--- src/verilog/rvviTracePkg.sv ---
/*
 * Shared widths, CSR slot order and trace record layouts for the RVFI to
 * RVVI trace converter. Modules and the testbench model reach everything
 * here by scoped name.
 */
package rvviTracePkg;

    ////////////////////
    // Widths
    ////////////////////

    // Register and PC width
    localparam int xlen = 32;
    // Retirement counter
    localparam int orderWidth = 64;
    // Integer register file
    localparam int numGpr = 32;
    localparam int gprAddrWidth = $clog2(numGpr);
    // Destination register ports per retirement
    localparam int numRdPorts = 2;
    // Core interrupt vector
    localparam int numIrq = 32;

    ////////////////////
    // CSR slots
    ////////////////////

    // Traced CSRs by slot, no addresses needed
    typedef enum logic [3:0] {
        slotMstatus,
        slotMisa,
        slotMie,
        slotMtvec,
        slotMscratch,
        slotMepc,
        slotMcause,
        slotMip,
        slotDcsr,
        slotDpc
    } csrSlot_e;

    // Last slot closes the list
    localparam int numCsrSlots = int'(slotDpc) + 1;

    // Software, timer, external and the sixteen local lines
    localparam logic [numIrq-1:0] irqUsedMask = 32'hFFFF_0888;

    ////////////////////
    // Records
    ////////////////////

    // One retirement as the core reports it
    typedef struct packed {
        logic                  valid;
        logic [orderWidth-1:0] order;
        logic [xlen-1:0]       insn;
        logic                  trap;
        logic                  intr;
        logic [1:0]            mode;
        logic [1:0]            ixl;
        logic [xlen-1:0]       pc;
    } rvfiRetire_t;

    // Same retirement on the reference-model side
    typedef struct packed {
        logic                  valid;
        logic [orderWidth-1:0] order;
        logic [xlen-1:0]       insn;
        logic                  trap;
        logic                  intr;
        logic [1:0]            mode;
        logic [1:0]            ixl;
        logic [xlen-1:0]       pc;
    } rvviRetire_t;

    // Read, write and mask of one CSR
    typedef struct packed {
        logic [xlen-1:0] rdata;
        logic [xlen-1:0] wdata;
        logic [xlen-1:0] wmask;
    } rvfiCsr_t;

    // All traced CSRs, indexed by csrSlot_e
    typedef rvfiCsr_t [numCsrSlots-1:0] rvfiCsrBus_t;

    // Architectural CSR values plus changed flags
    typedef struct packed {
        logic [numCsrSlots-1:0][xlen-1:0] value;
        logic [numCsrSlots-1:0]           csrWb;
    } rvviCsr_t;

    // Destination register ports
    typedef struct packed {
        logic [numRdPorts-1:0][gprAddrWidth-1:0] rdAddr;
        logic [numRdPorts-1:0][xlen-1:0]         rdWdata;
    } rvfiGpr_t;

    // GPR write-back per register
    typedef struct packed {
        logic [numGpr-1:0]           xWb;
        logic [numGpr-1:0][xlen-1:0] xWdata;
    } rvviGpr_t;

    // Net change strobes and current levels
    typedef struct packed {
        logic [numIrq-1:0] irqChanged;
        logic [numIrq-1:0] irqLevel;
        logic              haltChanged;
        logic              haltLevel;
    } netEvent_t;

endpackage

--- src/verilog/csrTrace.sv ---
/*
 * Merges each traced CSR from RVFI read data, write data and write mask.
 * Holds the last merged value per slot and flags the slots whose value
 * changed on a valid retirement.
 */
module csrTrace (
    input  logic                      rvvi_i,
    input  logic                      rstN_i,
    input  logic                      retireValid_i,
    input  rvviTracePkg::rvfiCsrBus_t csr_i,
    output rvviTracePkg::rvviCsr_t    csr_o
);

    // Merged value per slot for this cycle
    logic [rvviTracePkg::numCsrSlots-1:0][rvviTracePkg::xlen-1:0] csrMerged;
    // Change flags for this cycle
    logic [rvviTracePkg::numCsrSlots-1:0]                         csrWbNext;

    ////////////////////
    // Masked merge
    ////////////////////

    always_comb begin
        for (int s = 0; s < rvviTracePkg::numCsrSlots; s++) begin
            // Written bits from wdata
            // untouched bits from rdata
            csrMerged[s] = (csr_i[s].wdata & csr_i[s].wmask)
                         | (csr_i[s].rdata & ~csr_i[s].wmask);
            // Compare against the held value
            csrWbNext[s] = retireValid_i && (csrMerged[s] != csr_o.value[s]);
        end
    end

    ////////////////////
    // Held values
    ////////////////////

    always_ff @(posedge rvvi_i or negedge rstN_i) begin
        if (!rstN_i) begin
            csr_o <= '0;
        end else begin
            // Strobes last one cycle
            csr_o.csrWb <= csrWbNext;
            // Values hold across idle cycles
            if (retireValid_i) begin
                csr_o.value <= csrMerged;
            end
        end
    end

endmodule

--- config.mk ---
export PLATFORM = sky130hd
export DESIGN_NAME = csrTrace
export DESIGN_NICKNAME = d
export VERILOG_FILES = /design/src/verilog/rvviTracePkg.sv /design/src/verilog/csrTrace.sv
export SDC_FILE = /design/constraint.sdc
export NUM_CORES = 1
export LEC_CHECK = 0
export ABC_AREA = 0
export BUFFER_PORTS_ARGS = -buffer_cell sky130_fd_sc_hd__clkbuf_2
export CAP_MARGIN = 25
export CORE_AREA = 2 2 504 506
export DETAILED_ROUTE_END_ITERATION = 7
export DIE_AREA = 0 0 506 508
export GPL_ROUTABILITY_DRIVEN = 0
export MAX_ROUTING_LAYER = met4
export SLEW_MARGIN = 20
export SYNTH_ARGS = -nofsm -noshare
export SYNTH_HDL_FRONTEND = slang
export SYNTH_SLANG_ARGS = --single-unit
--- constraint.sdc ---
create_clock -name rvvi_i -period 1.1 [get_ports rvvi_i]
set_input_delay 0.11 -clock rvvi_i [delete_from_list [all_inputs] [get_ports rvvi_i]]
set_output_delay 0.11 -clock rvvi_i [all_outputs]
set_load 0.1 [all_outputs]
After elaboration in Yosys (flattened, before gate mapping)
Index checks and enable logic that the tools add are counted.

Input port bits: 963. Register bits after elaboration: 330.

Equality and inequality tests: 10. Reductions and logical operators: 10. Bitwise operators: 40.

Operator list (number): AND 32 bit (20); != test 32 bit (10); NOT 32 bit (10); bitwise OR 32 bit (10); logical AND 1 bit (10).

Longest topological paths before layout
Word-level depth: 5. Gate-level depth with buffers: 5. Gate-level depth less buffers: 5.

Least setup slack after synthesis
No wires, ideal clock.

Path type: reg2reg. Start point: register csr_o[10] in the netlist's numbering. End point: register csr_o[0] in the netlist's numbering. Setup slack: -0.690 ns. Clock period less this slack: 1.790 ns. Data required time: 0.981 ns. Stages on the path, launching flop included: 5. Arrival time: 1.672 ns. Buffers on the path: 0. Path through: dfrtp_1 > xnor2_1 > nor4_2 > nand4_1 > o21a_1.

Word-level cells in the longest chain between the ends: 2.

RTL lines: start, declared (line csrTrace.sv:11) `output rvviTracePkg::rvviCsr_t csr_o`; != test 32 bit (line csrTrace.sv:30) `csrWbNext[s] = retireValid_i && (csrMerged[s] != csr_o.value[s]);`; logical AND 1 bit (line csrTrace.sv:30); via csrWbNext (one bit) (line csrTrace.sv:17) `logic [rvviTracePkg::numCsrSlots-1:0] csrWbNext;`.

The timed path passes the listed nets, and every way through them passes these cells. A chain may end at the register's enable or synchronous reset.

Worst setup path in the final report
Start point: register csr_o[62] in the netlist's numbering. End point: register csr_o[1] in the netlist's numbering.

Same word-level chain as after synthesis.

==> results by group <==
Run status
  – Outcome: complete, but fails checks
  – Failing checks: negative hold slack, negative setup slack

CTS
  – Worst-path clk slew: 0.06 ns
  – CTS Root Cell: clkbuf_16
  – H-tree depth: 2
  – Clk_lat worst skew: between 0.6 and 0.7 ns
  – Sink Count: 330
  – CTS tree: built
  – Bufs on Longest Clock Path: 3
  – CTS buffer count: just under 50

Logic synthesis
  – Yosys warning count: 0
  – Proportion of synthesized area in mux cells: about 18%
  – Netlist Area Pre-Place: 18200 um^2
  – Library cells used by synthesis: 12
  – Syn_area_per_cell: 10.1 um^2
  – Synth Instances: roughly 1800
  – Syn nets: about 2800
  – Synth Register Bits: 330
  – Seq/Total Area, Yosys: a little under half
  – Top cells by area, synth: dfrtp_1 45%, mux2i_1 18%, xnor2_1 15%
  – Post-Synth XOR/XNOR Area: approximately 15%
  – Synth top area share: between 40% and 50%
  – Area fraction in and, or, nand and nor cells after synthesis: between 10 and 15%
  – Largest family of logic cells by synthesized area: multiplexers
  – Post-synth top area cell: dfrtp_1
  – Adder-Cell Fraction of Synth Area: 0%
  – Compound-gate portion of the synthesized area: 9.22%

Detailed routing
  – Routed WL per cell: about 25 um
  – Routed WL: just over 200000 um
  – # DRC: 0
  – Initial DRC count: between 1000 and 1500
  – First drt pass iteration count: 6
  – Via count: between 20000 and 30000
  – Post-route ant nets: 0
  – Via/cell ratio: around 3.2

Timing
  – Worst setup margin: -0.576 ns
  – Worst hold margin: -0.184 ns
  – Final Hold Fails: 10
  – Min cycle time layout: roughly 1.7 ns
  – Setup TNS: -141.34 ns
  – Period utilisation layout: 152%
  – Clock Skews: 0.0346 ns
  – RSZ-0062 raised after global routing: true
  – Final setup vio count: roughly 360
  – Fmax: 0.597 GHz
  – Max_slew headroom: a little under 60%
  – Actual slew at the worst max-slew pin: about 0.63 ns
  – Max-slew violation count: 0

Worst setup path
  – CP Launch Type: register
  – Critical Path AT: 2.24 ns
  – Crit-path max FO: 2
  – Critical Path Slowest Stage Cell: dfrtp_4
  – CP Data Required Time: approximately 1.7 ns
  – Largest delay share family, worst path: simple AND/OR/NAND/NOR gates
  – Crit path capture type: register
  – Cells along the critical path: xnor2_1, nor4_4, buf_4, nand4_1, o21a_1
  – CP Buf/Inv Count: 1
  – Slowest stage delay, CP: around 0.48 ns
  – Critical path class: reg -> reg

Layout
  – Register with the most flip-flops: csr_o
  – Final Instance Count excl. Fillers: 8001
  – Final core occ: 20.0%
  – Regs by FF count: csr_o x330
  – Final #Nets: roughly 5500
  – P&R area growth vs syn: 178%
  – Layout cell share with drive strength beyond 1: between 60 and 70%
  – Max reg flops: 330

Die
  – Die Width: ~510 um
  – Die Ht: a little over 500 um
  – Row count: 185
  – Core Area: roughly 250000 um^2
  – Io pins: 1293
  – Initial core utilization: under 10%
  – Die area: 257000 um^2

Power
  – Pleak: 0.0230 uW
  – Power per standard cell area: ~1300 nW/um^2
  – Peak VDD IR: between 1000 and 1500 uV

Global route
  – GRT Total Usage: between 10% and 20%
  – Initial antenna violation count: 138
  – Vias in the first global route: 26700
  – First-pass GRT wire length: 255000 um
  – Largest net degree at the start of global routing: 48
  – Remaining Overflow, GRT: 0

Min path
  – Worst hold path type: in -> reg

Job
  – Max-cap violations: 0

Place
  – I/O Buffers: roughly 1300
  – Placed insts: about 7000
  – Post-DP HPWL: 170000 um
worst min-delay path, stage by stage:
cell	delay, ns
clkbuf_2	0.08
mux2i_1	0.09
a21oi_1	0.16
Yosys cell counts:
master    instances
o21a_1           10
nor2_1          320
dfrtp_1         330
nor4_1           60
a21oi_1         320
buf_2            19
nor4_2           20
clkbuf_1         52
buf_1             1
xnor2_1         320
nand4_1          20
mux2i_1         320
area by class of cell:
cell class / instances / area, um^2
antenna: 102 / 255
clock buffer: 71 / 1430
clock inverter: 19 / 203
fill: 27300 / 202000
multi-input combinational: 1390 / 10300
sequential: 330 / 9070
tap: 3366 / 4210
timing repair buffer: 2723 / 25100
per-layer routing:
layer / share of wire (%) / vias to the layer above / track usage (%) / routed length, um
met5: 0 / - / - / 0
met4: 4.7 / 0 / 6.57 / 9580
met3: 12 / 305 / 7.65 / 24700
met2: 47 / 1317 / 25.4 / 95900
met1: 36 / 12300 / 15.9 / 72300
li1: - / 11900 / - / -
logic make-up (layout without fill, tap and decap cells):
family,Yosys count,count (layout)
flops,330,330
buf+inv,72,2813
other cells,0,102
compound gates,330,330
simple gates,420,420
mux,320,320
xor+xnor,320,320
metrics by stage:
step           worst slack [ns]  power (uW)  instance area (um^2)
2_1_floorplan            -0.345       29100                 19100
3_3_place_gp              -1.02       45700                 39900
3_5_place_dp             -0.958       45800                 39900
4_1_cts                  -0.612       67800                 49300
5_1_grt                  -0.645       70200                 50500
6_report                 -0.576       67400                 50600
cell usage in the layout, fill, tap and decap left out:
master            n
a21oi_1         319
a21oi_2           1
buf_12          341
buf_16           14
buf_4           640
buf_6           336
buf_8             2
bufinv_16         3
clkbuf_1         10
clkbuf_16        49
clkbuf_2        960
clkbuf_8         12
clkinv_2          7
clkinv_4          3
clkinvlp_4        1
dfrtp_1           6
dfrtp_2         162
dfrtp_4         162
diode_2         102
dlygate4sd3_1   372
dlymetal6s4s_1   58
inv_6             5
mux2i_1         301
mux2i_2          17
mux2i_4           2
nand4_1          20
nor2_1          319
nor2_4            1
nor4_1           31
nor4_2           41
nor4_4            8
o21a_1           10
xnor2_1         281
xnor2_2          36
xnor2_4           3
final timing paths:
kind | startpoint | to | slack (ns) | cells past startpoint
hold reg to reg | csr_o[75] | csr_o[75] | 0.63 | 3
min in group asynchronous | rstN_i | csr_o[22] | 0.14 | 3
hold / removal | csr_i[350] | csr_o[136] | -0.18 | 3
setup reg to reg | csr_o[62] | csr_o[1] | -0.58 | 5
max in group asynchronous | rstN_i | csr_o[241] | -0.19 | 3
setup / recovery | csr_o[62] | csr_o[1] | -0.58 | 5
power breakdown:
group	internal (uW)	switching, uW
clock network	9700	7030
logic	15600	20200
registers	13900	1030
total	39200	28200
what timing repair did:
| item | in CTS | in global routing |
|---|---|---|
| hold buffers | 433 | 2 |
| endpoints found under the setup margin | 340 | 410 |
| resized for setup | 377 | 116 |
| hold endpoints to repair | 654 | 18 |
| pin swaps | 43 | 30 |
| buffers inserted | 254 | 79 |
Note: power is estimated with default switching activity, not from simulation.
