==> config.mk <==
export PLATFORM = sky130hd
export DESIGN_NAME = gprTrace
export DESIGN_NICKNAME = d
export VERILOG_FILES = /design/src/verilog/rvviTracePkg.sv /design/src/verilog/gprTrace.sv
export SDC_FILE = /design/constraint.sdc
export NUM_CORES = 2
export LEC_CHECK = 0
export BUFFER_PORTS_ARGS = -buffer_cell sky130_fd_sc_hd__clkbuf_2
export CORE_AREA = 3 3 446 448
export DETAILED_ROUTE_END_ITERATION = 6
export DIE_AREA = 0 0 449 451
export HOLD_SLACK_MARGIN = 0.12
export RECOVER_POWER = 25
export SYNTH_ARGS = -nofsm -noshare
export SYNTH_HDL_FRONTEND = slang
export SYNTH_SLANG_ARGS = --single-unit
==> constraint.sdc <==
create_clock -name rvvi_i -period 0.8 [get_ports rvvi_i]
set_input_delay 0.04 -clock rvvi_i [delete_from_list [all_inputs] [get_ports rvvi_i]]
set_output_delay 0.04 -clock rvvi_i [all_outputs]
set_load 0.05 [all_outputs]
==> src/verilog/rvviTracePkg.sv <==
/*
 * Shared widths, CSR slot order and trace record layouts for the RVFI to
 * RVVI trace converter. Modules and the testbench model reach everything
 * here by scoped name.
 */
package rvviTracePkg;

    ////////////////////
    // Widths
    ////////////////////

    // Register and PC width
    localparam int xlen = 32;
    // Retirement counter
    localparam int orderWidth = 64;
    // Integer register file
    localparam int numGpr = 32;
    localparam int gprAddrWidth = $clog2(numGpr);
    // Destination register ports per retirement
    localparam int numRdPorts = 2;
    // Core interrupt vector
    localparam int numIrq = 32;

    ////////////////////
    // CSR slots
    ////////////////////

    // Traced CSRs by slot, no addresses needed
    typedef enum logic [3:0] {
        slotMstatus,
        slotMisa,
        slotMie,
        slotMtvec,
        slotMscratch,
        slotMepc,
        slotMcause,
        slotMip,
        slotDcsr,
        slotDpc
    } csrSlot_e;

    // Last slot closes the list
    localparam int numCsrSlots = int'(slotDpc) + 1;

    // Software, timer, external and the sixteen local lines
    localparam logic [numIrq-1:0] irqUsedMask = 32'hFFFF_0888;

    ////////////////////
    // Records
    ////////////////////

    // One retirement as the core reports it
    typedef struct packed {
        logic                  valid;
        logic [orderWidth-1:0] order;
        logic [xlen-1:0]       insn;
        logic                  trap;
        logic                  intr;
        logic [1:0]            mode;
        logic [1:0]            ixl;
        logic [xlen-1:0]       pc;
    } rvfiRetire_t;

    // Same retirement on the reference-model side
    typedef struct packed {
        logic                  valid;
        logic [orderWidth-1:0] order;
        logic [xlen-1:0]       insn;
        logic                  trap;
        logic                  intr;
        logic [1:0]            mode;
        logic [1:0]            ixl;
        logic [xlen-1:0]       pc;
    } rvviRetire_t;

    // Read, write and mask of one CSR
    typedef struct packed {
        logic [xlen-1:0] rdata;
        logic [xlen-1:0] wdata;
        logic [xlen-1:0] wmask;
    } rvfiCsr_t;

    // All traced CSRs, indexed by csrSlot_e
    typedef rvfiCsr_t [numCsrSlots-1:0] rvfiCsrBus_t;

    // Architectural CSR values plus changed flags
    typedef struct packed {
        logic [numCsrSlots-1:0][xlen-1:0] value;
        logic [numCsrSlots-1:0]           csrWb;
    } rvviCsr_t;

    // Destination register ports
    typedef struct packed {
        logic [numRdPorts-1:0][gprAddrWidth-1:0] rdAddr;
        logic [numRdPorts-1:0][xlen-1:0]         rdWdata;
    } rvfiGpr_t;

    // GPR write-back per register
    typedef struct packed {
        logic [numGpr-1:0]           xWb;
        logic [numGpr-1:0][xlen-1:0] xWdata;
    } rvviGpr_t;

    // Net change strobes and current levels
    typedef struct packed {
        logic [numIrq-1:0] irqChanged;
        logic [numIrq-1:0] irqLevel;
        logic              haltChanged;
        logic              haltLevel;
    } netEvent_t;

endpackage

==> src/verilog/gprTrace.sv <==
/*
 * Turns the two RVFI destination-register ports into the RVVI write-back
 * vector and register-value array, registered once. Port 1 wins a tie and
 * register 0 is never marked.
 */
module gprTrace (
    input  logic                   rvvi_i,
    input  logic                   rstN_i,
    input  logic                   retireValid_i,
    input  rvviTracePkg::rvfiGpr_t gpr_i,
    output rvviTracePkg::rvviGpr_t gpr_o
);

    // Write-back record for this cycle
    rvviTracePkg::rvviGpr_t gprNext;

    ////////////////////
    // Port decode
    ////////////////////

    always_comb begin
        // Unwritten entries read zero
        gprNext = '0;
        if (retireValid_i) begin
            // Ascending port order, so the higher port overrides
            for (int p = 0; p < rvviTracePkg::numRdPorts; p++) begin
                // x0 writes are dropped
                if (gpr_i.rdAddr[p] != '0) begin
                    gprNext.xWb[gpr_i.rdAddr[p]]    = 1'b1;
                    gprNext.xWdata[gpr_i.rdAddr[p]] = gpr_i.rdWdata[p];
                end
            end
        end
    end

    ////////////////////
    // Output register
    ////////////////////

    always_ff @(posedge rvvi_i or negedge rstN_i) begin
        if (!rstN_i) begin
            gpr_o <= '0;
        end else begin
            // Idle cycle gives an all-zero record
            gpr_o <= gprNext;
        end
    end

endmodule

Yosys cells after proc, flatten, opt, wreduce, memory -nomap -nowiden --
Cells that the tools add are included.
Storage, ports and cells: flip-flop bits (word level) 1056
Cells by class: reductions and logical operators 4, order comparisons 4, bitwise logic cells 2, multiplexer cells 13
Operators by type and width (number):
- $mux W1056 | 4
- $and A1024 B1024 Y1024 | 1
- $bwmux W1024 | 1
- $demux W32 S5 | 2
- $mux W32 | 2
- $or A32 B32 Y32 | 1
- $lt A5 B6 Y1 const B | 2
- $demux W1 S5 | 2
- $ge A5 B1 Y1 const B | 2
- $reduce_bool A5 Y1 | 2
- $logic_and A1 B1 Y1 | 2
- $mux W1 | 2

Logic depth before layout (Yosys ltp) --
depth in word-level cells 10, gate-level depth with buffers 7, gate-level depth less buffers 3

Worst setup path before layout --
No wires, ideal clock.
path type input -> register, start point input port gpr_i[70] (netlist name), end point register gpr_o[388] (netlist name), cell stages on the path 6, setup time 0.121 ns, data arrival time 1.200 ns, setup slack -0.521 ns, data required time 0.679 ns, path through buf_2 or2_1 buf_2 o31a_1 buf_2 a22o_1
RTL lines:
- start, declared | line gprTrace.sv:10 | input rvviTracePkg::rvfiGpr_t gpr_i,
- end signal, assigned | line gprTrace.sv:45 | gpr_o <= gprNext;
- end, declared | line gprTrace.sv:11 | output rvviTracePkg::rvviGpr_t gpr_o

==> tab_implementation.tex <==
\begin{tabular}{lr}
\hline
Metric & Value \\
\hline
\multicolumn{2}{l}{\textbf{GRT}} \\
\quad Via count of the first global-routing pass & around 40000 \\
\quad Pin count of the biggest net entering global routing & between 60 and 70 \\
\quad Initial antenna violation count & 18 \\
\quad GRT Total Usage & 0.246 \\
\quad Wire length of the first global-routing pass & between 300000 and 400000 µm \\
\quad GR Overflow Total & 0 \\
\multicolumn{2}{l}{\textbf{Routing}} \\
\quad DRC marker count from the first detailed-route iteration & around 3500 \\
\quad Remaining design rule violation count & 0 \\
\quad Final Routed Wirelength & approximately 260000 µm \\
\quad Drt wl/cell & $\sim$33 µm \\
\quad Number of vias after detailed routing & slightly below 40000 \\
\quad TritonRoute pass-1 iters & 6 \\
\quad Number of routed nets with antenna violations & 0 \\
\quad Via density & $\sim$4.9 \\
\multicolumn{2}{l}{\textbf{STA}} \\
\quad Highest achievable clock rate & a little under 700 MHz \\
\quad Final Hold Violating Endpoints & 36 \\
\quad Final-report max-slew violation count & 0 \\
\quad Unrepaired setup endpoints after global routing & yes \\
\quad Final Hold Slack & -0.152 ns \\
\quad Period utilisation layout & 1.86 \\
\quad Minimum period implied by the final worst setup slack & 1.49 ns \\
\quad Number of failing setup endpoints in the final timing report & roughly 2600 \\
\quad Rel. slew slack & 0.509 \\
\quad Transition time at the pin with the least slew margin & 0.736 ns \\
\quad Worst setup margin & -0.686 ns \\
\multicolumn{2}{l}{\textbf{Critical path}} \\
\quad Startpoint Class & input pin \\
\quad Required time at the endpoint of the critical path & 1.48 ns \\
\quad Max FO, Critical Path & 7 \\
\quad Category of the worst setup path capture point & register \\
\quad Data arrival time of the critical path & between 2 and 2.5 ns \\
\quad Classification of the worst setup path & in2reg \\
\multicolumn{2}{l}{\textbf{Min path}} \\
\quad Hold Startpoint & retireValid\_i \\
\quad Endpoint of the worst hold path & gpr\_o[1050] \\
\quad Path category of the worst min-delay check & in2reg \\
\quad Worst hold path cell count & 3 \\
\multicolumn{2}{l}{\textbf{Clock network}} \\
\quad Worst-case clock buffer depth & 3 \\
\quad Level count of the clock H-tree & 3 \\
\quad Clock root buffer master & clkbuf\_16 \\
\quad Clock edge transition at the registers on the reported setup and hold paths & around 0.06 ns \\
\quad TritonCTS clock tree & built \\
\quad CTS sink cnt & roughly 1100 \\
\quad Number of buffers created by CTS & around 120 \\
\multicolumn{2}{l}{\textbf{Power}} \\
\quad Post-layout total power & approximately 130 mW \\
\quad Maximum ir drop on the vdd rail & around 0.0017 V \\
\quad Relative contribution of sequential cells to total power & 0.426 \\
\quad Cell internal pwr & 93.3 mW \\
\quad Leakage power figure & between 30 and 40 nW \\
\quad Net switching fraction of the power & 0.273 \\
\quad PD cells & approximately 1700 nW/µm² \\
\quad Combinational group share of total power & 0.128 \\
\quad Net switching power of the design & about 35 mW \\
\quad Relative contribution of the clock network to total power & 0.446 \\
\multicolumn{2}{l}{\textbf{Die}} \\
\quad Full die area & $\sim$200000 µm² \\
\quad Die height & between 400 and 500 µm \\
\quad Io pins & approximately 1100 \\
\quad Placeable Area & around 190000 µm² \\
\quad Initial Utilization & 0.227 \\
\quad Core Rows & 162 \\
\quad Die extent in x & approximately 450 µm \\
\multicolumn{2}{l}{\textbf{Synthesis}} \\
\quad Mapped cell area & 44200 µm² \\
\quad Post-synthesis sequential area ratio & 0.598 \\
\quad Most used standard cells in the synthesized netlist & dfrtp\_1 (1056), nand2\_1 (941), mux2i\_1 (871) \\
\quad Count of cell types in the netlist & 47 \\
\quad \#FFs+latches synth & between 1000 and 1500 \\
\quad Post-synth EDFFs & 0 \\
\quad Top\_reg\_cell synth & dfrtp\_1 \\
\quad Fraction of registers with async set or reset after synthesis & 1.00 \\
\quad Top-count cell post-synth & dfrtp\_1 \\
\quad Cell taking the most area after synthesis & dfrtp\_1 \\
\quad Synthesis Warnings & 0 \\
\quad Average cell area after synthesis & 11.8 µm² \\
\quad Area share of the largest cell type after synthesis & 0.598 \\
\quad Top post-synthesis cells by area & dfrtp\_1 (60\%), mux2i\_1 (20\%), nand2\_1 (8.0\%) \\
\quad Synthesized instance count & about 3700 \\
\multicolumn{2}{l}{\textbf{Layout}} \\
\quad Footprint of the flip-flops and latches & 26500 µm² \\
\quad Combined area of the multi-input logic cells & 16300 µm² \\
\quad Area added between synthesis and finish & 73.7\% \\
\quad Nets & 5397 \\
\quad Final Cell Area & between 70000 and 80000 µm² \\
\quad Largest registers ranked by flip-flop count & gpr\_o x1056 \\
\quad Register name with the most flops & gpr\_o \\
\quad Flip-flop count of the largest register, all copies and words added & about 1100 \\
\quad Final core utilization & 0.394 \\
\quad Fill cell count & roughly 18000 \\
\quad Proportion of layout cells with a drive suffix above 1 & 0.404 \\
\multicolumn{2}{l}{\textbf{Run}} \\
\quad Maximum capacitance violations & 0 \\
\multicolumn{2}{l}{\textbf{Run status}} \\
\quad Failing checks & negative hold slack, negative setup slack \\
\quad Run status & complete, but fails checks \\
\multicolumn{2}{l}{\textbf{Place}} \\
\quad Sum of net half-perimeters after detailed placement & 190000 µm \\
\quad Instance area at placement & approximately 63000 µm² \\
\quad Weighted congestion reported at the end of routability-driven placement & 0.911 \\
\quad Buffers added on ports & roughly 1100 \\
\quad Worst slack at placement & -0.942 ns \\
\hline
\end{tabular}
## logic make-up after synthesis
logic type,count (synthesis),synth area share
simple gates,1168,0.124
mux,871,0.197
compound gates,161,0.0304
buf+inv,486,0.0509
flops,1056,0.598
other cells,1,0.0000848
## worst max-delay path by stage
| stage | start | endpoint | slack, ns | cells after the start |
|---|---|---|---|---|
| after floorplan | gpr_i[69] | gpr_o[388] | -0.46 | 6 |
| after global placement | gpr_i[64] | gpr_o[1036] | -0.95 | 6 |
| after detailed placement | gpr_i[64] | gpr_o[1036] | -0.94 | 6 |
| after CTS | gpr_o[946] | gpr_o[946] | -0.75 | 1 |
| after global routing | gpr_o[971] | gpr_o[971] | -0.73 | 1 |
| final | gpr_i[19] | gpr_o[275] | -0.69 | 7 |
## power groups by stage
stage	clock (mW)	sequential [mW]	combinational, mW
after floorplan	0	57.7	3.44
after global placement	0	55.4	14.5
after detailed placement	0	55.4	14.6
after CTS	57.9	54.5	16.0
after global routing	60.2	54.7	17.0
final	57.2	54.7	16.4
## per-stage QoR
stage | setup TNS (ns) | cells
2_1_floorplan | -375.65 | 3775
3_3_place_gp | -772.18 | 7726
3_5_place_dp | -777.21 | 7726
4_1_cts | -1157.04 | 8011
5_1_grt | -1171.82 | 8045
6_report | -1082.47 | 8052
## worst max-delay path, stage by stage
cell           delay, ns
clkbuf_2            0.11
buf_12              0.09
dlygate4sd3_1       1.00
and4b_1             0.39
buf_12              0.15
nand2_1             0.15
mux2i_1             0.20
## area by class of cell
cell class              instances  area share
multi-input cells            2233       0.212
well taps                    2624      0.0427
clock inverters                52     0.00906
repair buffers               1912       0.347
clock buffers                 159      0.0434
diodes                         16    0.000521
flip-flops and latches       1056       0.345
## cells in the final DEF (no fill, tap or decap), drive strengths merged, types with 2 or more instances in the layout
master / instances
buf: 1745
dfrtp: 1056
nand2: 943
mux2i: 871
clkbuf: 261
a22o: 87
and4b: 64
dlygate4sd3: 64
nor2: 35
conb: 33
and4: 32
nor4bb: 32
clkinv: 30
o2bb2ai: 28
o21a: 18
nand3: 18
diode: 16
a21boi: 15
bufinv: 12
nor3: 7
and2: 6
nor3b: 6
o32ai: 5
clkinvlp: 5
nand2b: 5
inv: 5
nand3b: 5
nor2b: 4
and3b: 3
a21oi: 3
o21ai: 2
and3: 2
## timing repair
item	4_1_cts	5_1_grt
hold buffers	70	18
setup buffers	4	25
gates cloned	0	7
gates resized for setup	1792	931
pin swaps	1	7
hold endpoints to repair	2079	866
endpoints found under the setup margin	1216	2218
## routing by layer
metal	track usage	wire, µm	vias up
met5	0	0	-
met4	0.156	21300	0
met3	0.0591	21100	791
met2	0.421	130000	2611
met1	0.275	92200	20100
li1	-	-	15600
Note: power is estimated with default switching activity, not from simulation.
