## src/verilog/rvviTracePkg.sv

```systemverilog
/*
 * Shared widths, CSR slot order and trace record layouts for the RVFI to
 * RVVI trace converter. Modules and the testbench model reach everything
 * here by scoped name.
 */
package rvviTracePkg;

    ////////////////////
    // Widths
    ////////////////////

    // Register and PC width
    localparam int xlen = 32;
    // Retirement counter
    localparam int orderWidth = 64;
    // Integer register file
    localparam int numGpr = 32;
    localparam int gprAddrWidth = $clog2(numGpr);
    // Destination register ports per retirement
    localparam int numRdPorts = 2;
    // Core interrupt vector
    localparam int numIrq = 32;

    ////////////////////
    // CSR slots
    ////////////////////

    // Traced CSRs by slot, no addresses needed
    typedef enum logic [3:0] {
        slotMstatus,
        slotMisa,
        slotMie,
        slotMtvec,
        slotMscratch,
        slotMepc,
        slotMcause,
        slotMip,
        slotDcsr,
        slotDpc
    } csrSlot_e;

    // Last slot closes the list
    localparam int numCsrSlots = int'(slotDpc) + 1;

    // Software, timer, external and the sixteen local lines
    localparam logic [numIrq-1:0] irqUsedMask = 32'hFFFF_0888;

    ////////////////////
    // Records
    ////////////////////

    // One retirement as the core reports it
    typedef struct packed {
        logic                  valid;
        logic [orderWidth-1:0] order;
        logic [xlen-1:0]       insn;
        logic                  trap;
        logic                  intr;
        logic [1:0]            mode;
        logic [1:0]            ixl;
        logic [xlen-1:0]       pc;
    } rvfiRetire_t;

    // Same retirement on the reference-model side
    typedef struct packed {
        logic                  valid;
        logic [orderWidth-1:0] order;
        logic [xlen-1:0]       insn;
        logic                  trap;
        logic                  intr;
        logic [1:0]            mode;
        logic [1:0]            ixl;
        logic [xlen-1:0]       pc;
    } rvviRetire_t;

    // Read, write and mask of one CSR
    typedef struct packed {
        logic [xlen-1:0] rdata;
        logic [xlen-1:0] wdata;
        logic [xlen-1:0] wmask;
    } rvfiCsr_t;

    // All traced CSRs, indexed by csrSlot_e
    typedef rvfiCsr_t [numCsrSlots-1:0] rvfiCsrBus_t;

    // Architectural CSR values plus changed flags
    typedef struct packed {
        logic [numCsrSlots-1:0][xlen-1:0] value;
        logic [numCsrSlots-1:0]           csrWb;
    } rvviCsr_t;

    // Destination register ports
    typedef struct packed {
        logic [numRdPorts-1:0][gprAddrWidth-1:0] rdAddr;
        logic [numRdPorts-1:0][xlen-1:0]         rdWdata;
    } rvfiGpr_t;

    // GPR write-back per register
    typedef struct packed {
        logic [numGpr-1:0]           xWb;
        logic [numGpr-1:0][xlen-1:0] xWdata;
    } rvviGpr_t;

    // Net change strobes and current levels
    typedef struct packed {
        logic [numIrq-1:0] irqChanged;
        logic [numIrq-1:0] irqLevel;
        logic              haltChanged;
        logic              haltLevel;
    } netEvent_t;

endpackage

```

## src/verilog/netTrace.sv

```systemverilog
/*
 * Change detection on the used interrupt lines and the halt request.
 * Reports a one-cycle change strobe with the new level, one cycle late.
 */
module netTrace (
    input  logic                                rvvi_i,
    input  logic                                rstN_i,
    input  logic [rvviTracePkg::numIrq-1:0]     irq_i,
    input  logic                                debugReq_i,
    output rvviTracePkg::netEvent_t             net_o
);

    // Lines outside the mask never report
    logic [rvviTracePkg::numIrq-1:0] irqUsed;

    assign irqUsed = irq_i & rvviTracePkg::irqUsedMask;

    ////////////////////
    // Level and edge
    ////////////////////

    // Output levels double as the previous sample
    always_ff @(posedge rvvi_i or negedge rstN_i) begin
        if (!rstN_i) begin
            net_o <= '0;
        end else begin
            net_o.irqChanged  <= irqUsed ^ net_o.irqLevel;
            net_o.irqLevel    <= irqUsed;
            // Halt request, same rule on one line
            net_o.haltChanged <= debugReq_i ^ net_o.haltLevel;
            net_o.haltLevel   <= debugReq_i;
        end
    end

endmodule

```

## config.mk

```make
export PLATFORM = sky130hd
export DESIGN_NAME = netTrace
export DESIGN_NICKNAME = d
export VERILOG_FILES = /design/src/verilog/rvviTracePkg.sv /design/src/verilog/netTrace.sv
export SDC_FILE = /design/constraint.sdc
export NUM_CORES = 1
export LEC_CHECK = 0
export ABC_AREA = 1
export BUFFER_PORTS_ARGS = -buffer_cell sky130_fd_sc_hd__buf_2
export CELL_PAD_IN_SITES_DETAIL_PLACEMENT = 0
export CELL_PAD_IN_SITES_GLOBAL_PLACEMENT = 1
export CORE_UTILIZATION = 29
export CTS_CLUSTER_DIAMETER = 150
export DETAILED_ROUTE_END_ITERATION = 7
export GPL_TIMING_DRIVEN = 0
export HOLD_SLACK_MARGIN = 0.03
export PLACE_DENSITY = 0.75
export SLEW_MARGIN = 15
export SYNTH_ARGS = -nofsm -noshare
export SYNTH_HDL_FRONTEND = slang
export SYNTH_SLANG_ARGS = --single-unit
```

## constraint.sdc

```tcl
create_clock -name rvvi_i -period 0.8 [get_ports rvvi_i]
set_input_delay 0 -clock rvvi_i [delete_from_list [all_inputs] [get_ports rvvi_i]]
set_output_delay 0 -clock rvvi_i [all_outputs]
set_load 0.05 [all_outputs]
```

Yosys cells after proc, flatten, opt, wreduce, memory -nomap -nowiden
Cells that the tools add are included.
{ "totals": {"regBits": 53, "input_bits": 35, "wordCells": 6} }
{ "op_classes": {"bitwise": 2} }
{ "ops": {"columns": ["cell", "n"], "rows": [
  ["32-bit XOR", 1],
  ["1-bit XOR", 1]
]} }

Depth between registers and ports, before layout
Gate-level depths: netlist of the first run.
{ "depth": {"depth_word": 1, "mapped_depth": 3} }

Least setup slack after synthesis of the first run
OpenSTA, ideal clock, no wires.
{ "synth_timing": {"path_type": "register -> register", "startpoint": "register net_o[0] (netlist bit)", "endpoint": "register net_o[1] (netlist bit)", "setup_time_ps": 118, "arrival_ps": 791, "t_required_ps": 682, "slack_ps": -109, "stages_incl_launch_ff": 4, "path_buffers": 0, "period_less_slack_ps": 909, "path_cell_list": "dfrtp_1 inv_1 nand2_1 nand2_1"} }
{ "synth_via": {"elab_chain_len": 1} }
{ "synth_lines": {"columns": ["item", "line_no", "rtl"], "rows": [
  ["start: declaration", "netTrace.sv:10", "output rvviTracePkg::netEvent_t net_o"],
  ["1-bit XOR", "netTrace.sv:30", "net_o.haltChanged <= debugReq_i ^ net_o.haltLevel;"]
]} }
No other way between the ends.

Final worst setup path of the first run
{ "layout_timing": {"startpoint": "register net_o[9] (netlist bit)", "endpoint": "output port net_o[9] (netlist bit)"} }
No word-level cell between the ends.

==> flow_metrics.tcl, run 1 <==
set metrics [dict create \
    die_width_um 75.7 \
    maxSlewHeadroom 0.408 \
    drv_slew 0 \
    clockRootBuffer "sky130_fd_sc_hd__clkbuf_8" \
    r2r.worst_path.cells 3 \
    initial_standard_cell_utilization_of_the_core 0.305 \
    synth_area_um2 1580 \
    postSynthRegisterBits 40 \
    route.vias.total 1303 \
    r2r-end "net_o[63]" \
    grt_start_max_net_pins 41 \
    ys_top_cells_by_area "sky130_fd_sc_hd__dfrtp_1, sky130_fd_sc_hd__nand2_1, sky130_fd_sc_hd__buf_4" \
    top_level_pins 101 \
    comb_power_share 0.285 \
    failed_checks "negative hold slack, negative setup slack" \
    clock_tree.htree_level_count 2 \
    layout-area-overhead-vs-synth_pct 76.3 \
    power_leakage_nw 1.61 \
    timing.final.crit_share 1.08 \
    p_per_area_nw_per_um2 1920 \
    clock_sinks 40 \
    drt_drc_violations_left 0 \
    crit_path_category "flip-flop to primary output" \
    globalRouteTotalUtil 0.120 \
    largest_reg_flops 40 \
    postCtsHoldBufs 20 \
    r2r-start "net_o[31]" \
    count_of_antenna_violating_nets_left_after_detailed_routing 0 \
    syn_area_cell_um2 9.43 \
    fin_skew_ns 0.00436 \
    max_cap_violations 0 \
    die-area_um2 5730 \
    clock_power_share 0.297 \
    clk_latency_ns 0.28 \
    number_of_antenna_violations_at_the_first_check_in_global_routing 0 \
    seq_power_share 0.419 \
    num-nets-final 330 \
    slew_at_the_pin_with_the_worst_max_slew_slack_ns 0.888 \
    final_critical_delay_including_setup_and_external_delays_ns 0.864 \
    start_kind "flip-flop" \
    port_buffers 61 \
    yosys_warnings 0 \
    mostFrequentLayoutCell "sky130_fd_sc_hd__nand2_1" \
    grt.overflow.total 0 \
    status "finished, violations left" \
    share_of_final_layout_standard_cells_stronger_than_drive_strength_1 0.456 \
    timing_hold_violations_final 40 \
    die-height_um 75.7 \
    dp.final_hpwl_mm 2.01 \
    clk_pin_slew_ns 0.07 \
    timing.critical_path.required_ns 0.80 \
    finalWeightedCongestion 0.693 \
    drtIter0Drc 55 \
    whs_ns -0.161 \
    critical_path_buf_inv_count 1 \
    most-common-layout-cells "sky130_fd_sc_hd__nand2_1, sky130_fd_sc_hd__buf_6, sky130_fd_sc_hd__buf_4" \
    global_route_wire_length_before_repair_mm 5.00 \
    synth_largest_type_area_fraction 0.635 \
    via_count_of_the_first_global_routing_pass 1242 \
    top_regs "net_o: 40 flops" \
    post-layout-total-power_mw 5.34 \
    reg2reg_setup_slack_ns 0.04 \
    cp_slowest_cell "sky130_fd_sc_hd__dfrtp_2" \
    critical_path.max_fanout 3 \
    element_type_at_the_critical_path_end "primary output" \
    n_fill_cell 448 \
    timing.fmax_ghz 1.16 \
    sw_frac_of_total 0.322 \
    distinct_cell_type_count_after_synthesis 5 \
    coreArea_um2 5170 \
    finalSetupViolCount 40 \
    finalWorstSetupSlack_ns -0.0642 \
    power_report.internal_total_mw 3.62 \
    top_register "net_o" \
    ir_drop_mv 1.08 \
    critical_path.top_delay_family "flip-flops" \
    synthDominantAreaCellType "sky130_fd_sc_hd__dfrtp_1" \
    critical-path-max-stage-delay_ns 0.43 \
    diodes 0 \
    sequential_element_share_of_the_synthesized_area 0.635 \
    fp-row-count 26 \
    critical_path_cell_count 1 \
    netlist_instances 167 \
    avgRoutedWirePerCell_um 9.01 \
    wl_mm 3.30 \
    tritoncts_clock_tree "done" \
    worstPathCellList "buf_6" \
    setup_repair_after_global_routing_missed_its_margin "yes" \
    via_per_inst 3.56 \
    worst_hold_path_type "input pin to asynchronous set/reset pin" \
    p_sw_mw 1.72 \
    numCtsBuffers 5 \
    critPathArrivalTime_ns 0.86 \
    clock_path_buffers 2 \
    detailedRoute.firstPassIterationCount 3 \
]
==> cell families (layout without fill, tap and decap cells) <==
group | after synthesis | after routing | share of synthesized area
flops | 40 | 40 | 0.635
simple gates | 60 | 60 | 0.143
other cells | 1 | 26 | 0.00238
buf+inv | 66 | 170 | 0.219
==> cell usage after synthesis, drive strengths merged <==
cell type and n:
dfrtp 40, nand2 60, conb 1, inv 40
buf 26
==> power groups by stage <==
stage,registers [mW],clock network (mW),logic [mW]
floorplan,2.72,0,0.465
global placement,2.25,0,1.20
detailed placement,2.25,0,1.21
CTS,2.23,1.67,1.51
global route,2.25,1.75,1.62
finish,2.24,1.58,1.52
==> metal layers <==
| metal | part of all wire | GRT usage | vias up | wire, µm |
|---|---|---|---|---|
| met2 | 0.54 | 0.231 | 50 | 1780 |
| met5 | 0 | 0 | - | 0 |
| met1 | 0.37 | 0.112 | 580 | 1240 |
| li1 | - | - | 668 | - |
| met4 | 0.0067 | 0.0494 | 0 | 22 |
| met3 | 0.079 | 0.0450 | 5 | 261 |
==> worst register-to-register path, stage by stage, from the launching register on <==
cell and delay, ns:
sky130_fd_sc_hd__dfrtp_2 0.42, sky130_fd_sc_hd__buf_4 0.14, sky130_fd_sc_hd__nand2_1 0.06, sky130_fd_sc_hd__nand2_1 0.05
==> repair_timing <==
action,4_1_cts,5_1_grt
buffers inserted,15,0
setup endpoints to repair,40,45
pin swaps,0,4
hold endpoints to repair,80,40
resized for setup,80,9
==> metrics by stage <==
stage | cell area [µm²] | TNS, ns | std cells | utilization | worst slack, ns
final | 2780 | -1.27 | 366 | 0.537 | -0.0642
after global routing | 2780 | -2.88 | 366 | 0.537 | -0.104
after CTS | 2760 | -1.91 | 366 | 0.533 | -0.0837
after detailed placement | 2090 | -1.13 | 323 | 0.403 | -0.0577
after global placement | 2090 | -0.998 | 323 | 0.403 | -0.0512
after floorplan | 1690 | 0 | 192 | - | 0.0259
==> worst max path at each step <==
stage                   start         to  slack, ns
floorplan            net_o[0]   net_o[1]       0.03
global placement       rstN_i  net_o[25]      -0.05
detailed placement     rstN_i  net_o[23]      -0.06
CTS                 net_o[20]  net_o[20]      -0.08
global route        net_o[31]  net_o[31]      -0.10
finish               net_o[9]   net_o[9]      -0.06
==> area by class of cell <==
type / count / area [µm²] / share of cell area
Timing Repair Buffer: 96 / 880 / 0.317
Clock buffer: 6 / 72.6 / 0.0261
Multi-Input combinational cell: 86 / 330 / 0.119
Buffer: 26 / 195 / 0.0703
Tap cell: 70 / 87.6 / 0.0315
Clock inverter: 2 / 35.0 / 0.0126
Inverter: 40 / 150 / 0.0541
Sequential cell: 40 / 1030 / 0.370
Note: power is estimated with default switching activity, not from simulation.
==> run 2, diff against run 1 <==
==> constraint.sdc (replaced) <==
create_clock -name rvvi_i -period 0.8 [get_ports rvvi_i]
set_input_delay 0.08 -clock rvvi_i [delete_from_list [all_inputs] [get_ports rvvi_i]]
set_output_delay 0.08 -clock rvvi_i [all_outputs]
set_load 0.05 [all_outputs]
==> flow_metrics.tcl, run 2 (synthesis results as in run 1) <==
set metrics [dict create \
    post-layout-total-power_mw 5.35 \
    critical_path_buf_inv_count 1 \
    numCtsBuffers 5 \
    die-area_um2 5730 \
    tritoncts_clock_tree "done" \
    diodes 0 \
    p_per_area_nw_per_um2 1920 \
    start_kind "flip-flop" \
    failed_checks "negative hold slack, negative setup slack" \
    dp.final_hpwl_mm 2.01 \
    finalSetupViolCount 40 \
    n_fill_cell 446 \
    top_level_pins 101 \
    coreArea_um2 5170 \
    maxSlewHeadroom 0.408 \
    number_of_standard_cells_in_the_layout_taps_in_and_fillers_out 366 \
    timing.critical_path.required_ns 0.72 \
    whs_ns -0.0802 \
    mostFrequentLayoutCell "sky130_fd_sc_hd__nand2_1" \
    top_regs "net_o: 40 flops" \
    grt_start_max_net_pins 41 \
    ir_drop_mv 1.08 \
    clock_path_buffers 2 \
    timing.fmax_ghz 1.06 \
    setup_total_negative_slack_ns -4.46 \
    timing.final.crit_share 1.18 \
    clock_sinks 40 \
    route.vias.total 1299 \
    clk_latency_ns 0.28 \
    clockRootBuffer "sky130_fd_sc_hd__clkbuf_8" \
    largest_reg_flops 40 \
    element_type_at_the_critical_path_end "primary output" \
    worstPathCellList "buf_6" \
    final_critical_delay_including_setup_and_external_delays_ns 0.944 \
    layout-area-overhead-vs-synth_pct 76.6 \
    power_leakage_nw 1.60 \
    global_route_wire_length_before_repair_mm 5.00 \
    worst_hold_path_type "input pin to asynchronous set/reset pin" \
    slew_at_the_pin_with_the_worst_max_slew_slack_ns 0.889 \
    timing_hold_violations_final 40 \
    drtIter0Drc 52 \
    most-common-layout-cells "sky130_fd_sc_hd__nand2_1, sky130_fd_sc_hd__buf_6, sky130_fd_sc_hd__buf_4" \
    finalWeightedCongestion 0.693 \
    setup_repair_after_global_routing_missed_its_margin "yes" \
    globalRouteTotalUtil 0.120 \
    initial_standard_cell_utilization_of_the_core 0.305 \
    fp-row-count 26 \
    finalWorstSetupSlack_ns -0.144 \
    critPathArrivalTime_ns 0.86 \
    via_per_inst 3.55 \
    critical_path.max_fanout 3 \
    clk_pin_slew_ns 0.07 \
    crit_path_category "flip-flop to primary output" \
    critical_path.top_delay_family "flip-flops" \
    grt.overflow.total 0 \
    max_cap_violations 0 \
    placed_cells_incl_taps 323 \
    number_of_antenna_violations_at_the_first_check_in_global_routing 0 \
    num-nets-final 330 \
    postCtsHoldBufs 20 \
    cp_slowest_cell "sky130_fd_sc_hd__dfrtp_2" \
    status "finished, violations left" \
    wl_mm 3.30 \
    reg2reg_setup_slack_ns 0.04 \
    clock_tree.htree_level_count 2 \
    drt_drc_violations_left 0 \
    fin_skew_ns 0.00492 \
    count_of_antenna_violating_nets_left_after_detailed_routing 0 \
    avgRoutedWirePerCell_um 9.03 \
    critical-path-max-stage-delay_ns 0.43 \
    die-height_um 75.7 \
    share_of_final_layout_standard_cells_stronger_than_drive_strength_1 0.466 \
    port_buffers 61 \
    detailedRoute.firstPassIterationCount 2 \
    drv_slew 0 \
    top_register "net_o" \
    via_count_of_the_first_global_routing_pass 1242 \
    die_width_um 75.7 \
]
## run 2: changes by cell type in the layout (fill, tap and decap cells not counted)
| cell | before | now |
|---|---|---|
| sky130_fd_sc_hd__nand2_2 | 3 | 5 |
| sky130_fd_sc_hd__nand2_1 | 57 | 55 |
| sky130_fd_sc_hd__inv_2 | 3 | 4 |
| sky130_fd_sc_hd__inv_1 | 37 | 36 |
## run 2: where the power goes
| part | switching [mW] | total (mW) | internal [mW] |
|---|---|---|---|
| clock | 0.660 | 1.59 | 0.925 |
| sequential | 0.0781 | 2.24 | 2.16 |
| combinational | 0.987 | 1.52 | 0.537 |
| total | 1.73 | 5.35 | 3.62 |
## run 2: cell type report
type                       instances  area (µm²)  area share
inverter                          40         150      0.0540
buffer                            26         195      0.0702
clock buffer                       6        72.6      0.0261
tap                               70        87.6      0.0315
multi-input combinational         86         335       0.121
clock inverter                     2        35.0      0.0126
sequential                        40        1030       0.369
timing repair buffer              96         880       0.316
## run 2: path summary, 6_finish.rpt
| path | from | to | depth (start not counted) |
|---|---|---|---|
| worst min register to register | net_o[18] | net_o[50] | 2 |
| min in group rvvi_i | irq_i[24] | net_o[26] | 2 |
| max in group asynchronous | rstN_i | net_o[0] | 1 |
| worst max-delay path | net_o[9] | net_o[9] | 1 |
| worst min-delay path | rstN_i | net_o[32] | 1 |
| worst max register to register | net_o[31] | net_o[63] | 3 |
## run 2: timing repair
| action | in CTS | in global routing |
|---|---|---|
| pin swaps | 0 | 4 |
| endpoints found under the hold margin | 80 | 40 |
| buffers inserted | 15 | 1 |
| endpoints found under the setup margin | 40 | 45 |
| resized for setup | 80 | 12 |
## run 2: layer usage
| metal | vias to the layer above | wire [µm] | track usage |
|---|---|---|---|
| li1 | 668 | - | - |
| met5 | - | 0 | 0 |
| met1 | 576 | 1230 | 0.112 |
| met2 | 50 | 1790 | 0.231 |
| met3 | 5 | 261 | 0.0450 |
| met4 | 0 | 22 | 0.0494 |
## run 2: through the flow
stage / worst slack (ns) / util / area, µm²
after floorplan: 0.0259 / - / 1690
after global placement: -0.131 / 0.403 / 2090
after detailed placement: -0.138 / 0.403 / 2090
after CTS: -0.164 / 0.533 / 2760
after global routing: -0.184 / 0.538 / 2780
final: -0.144 / 0.538 / 2780
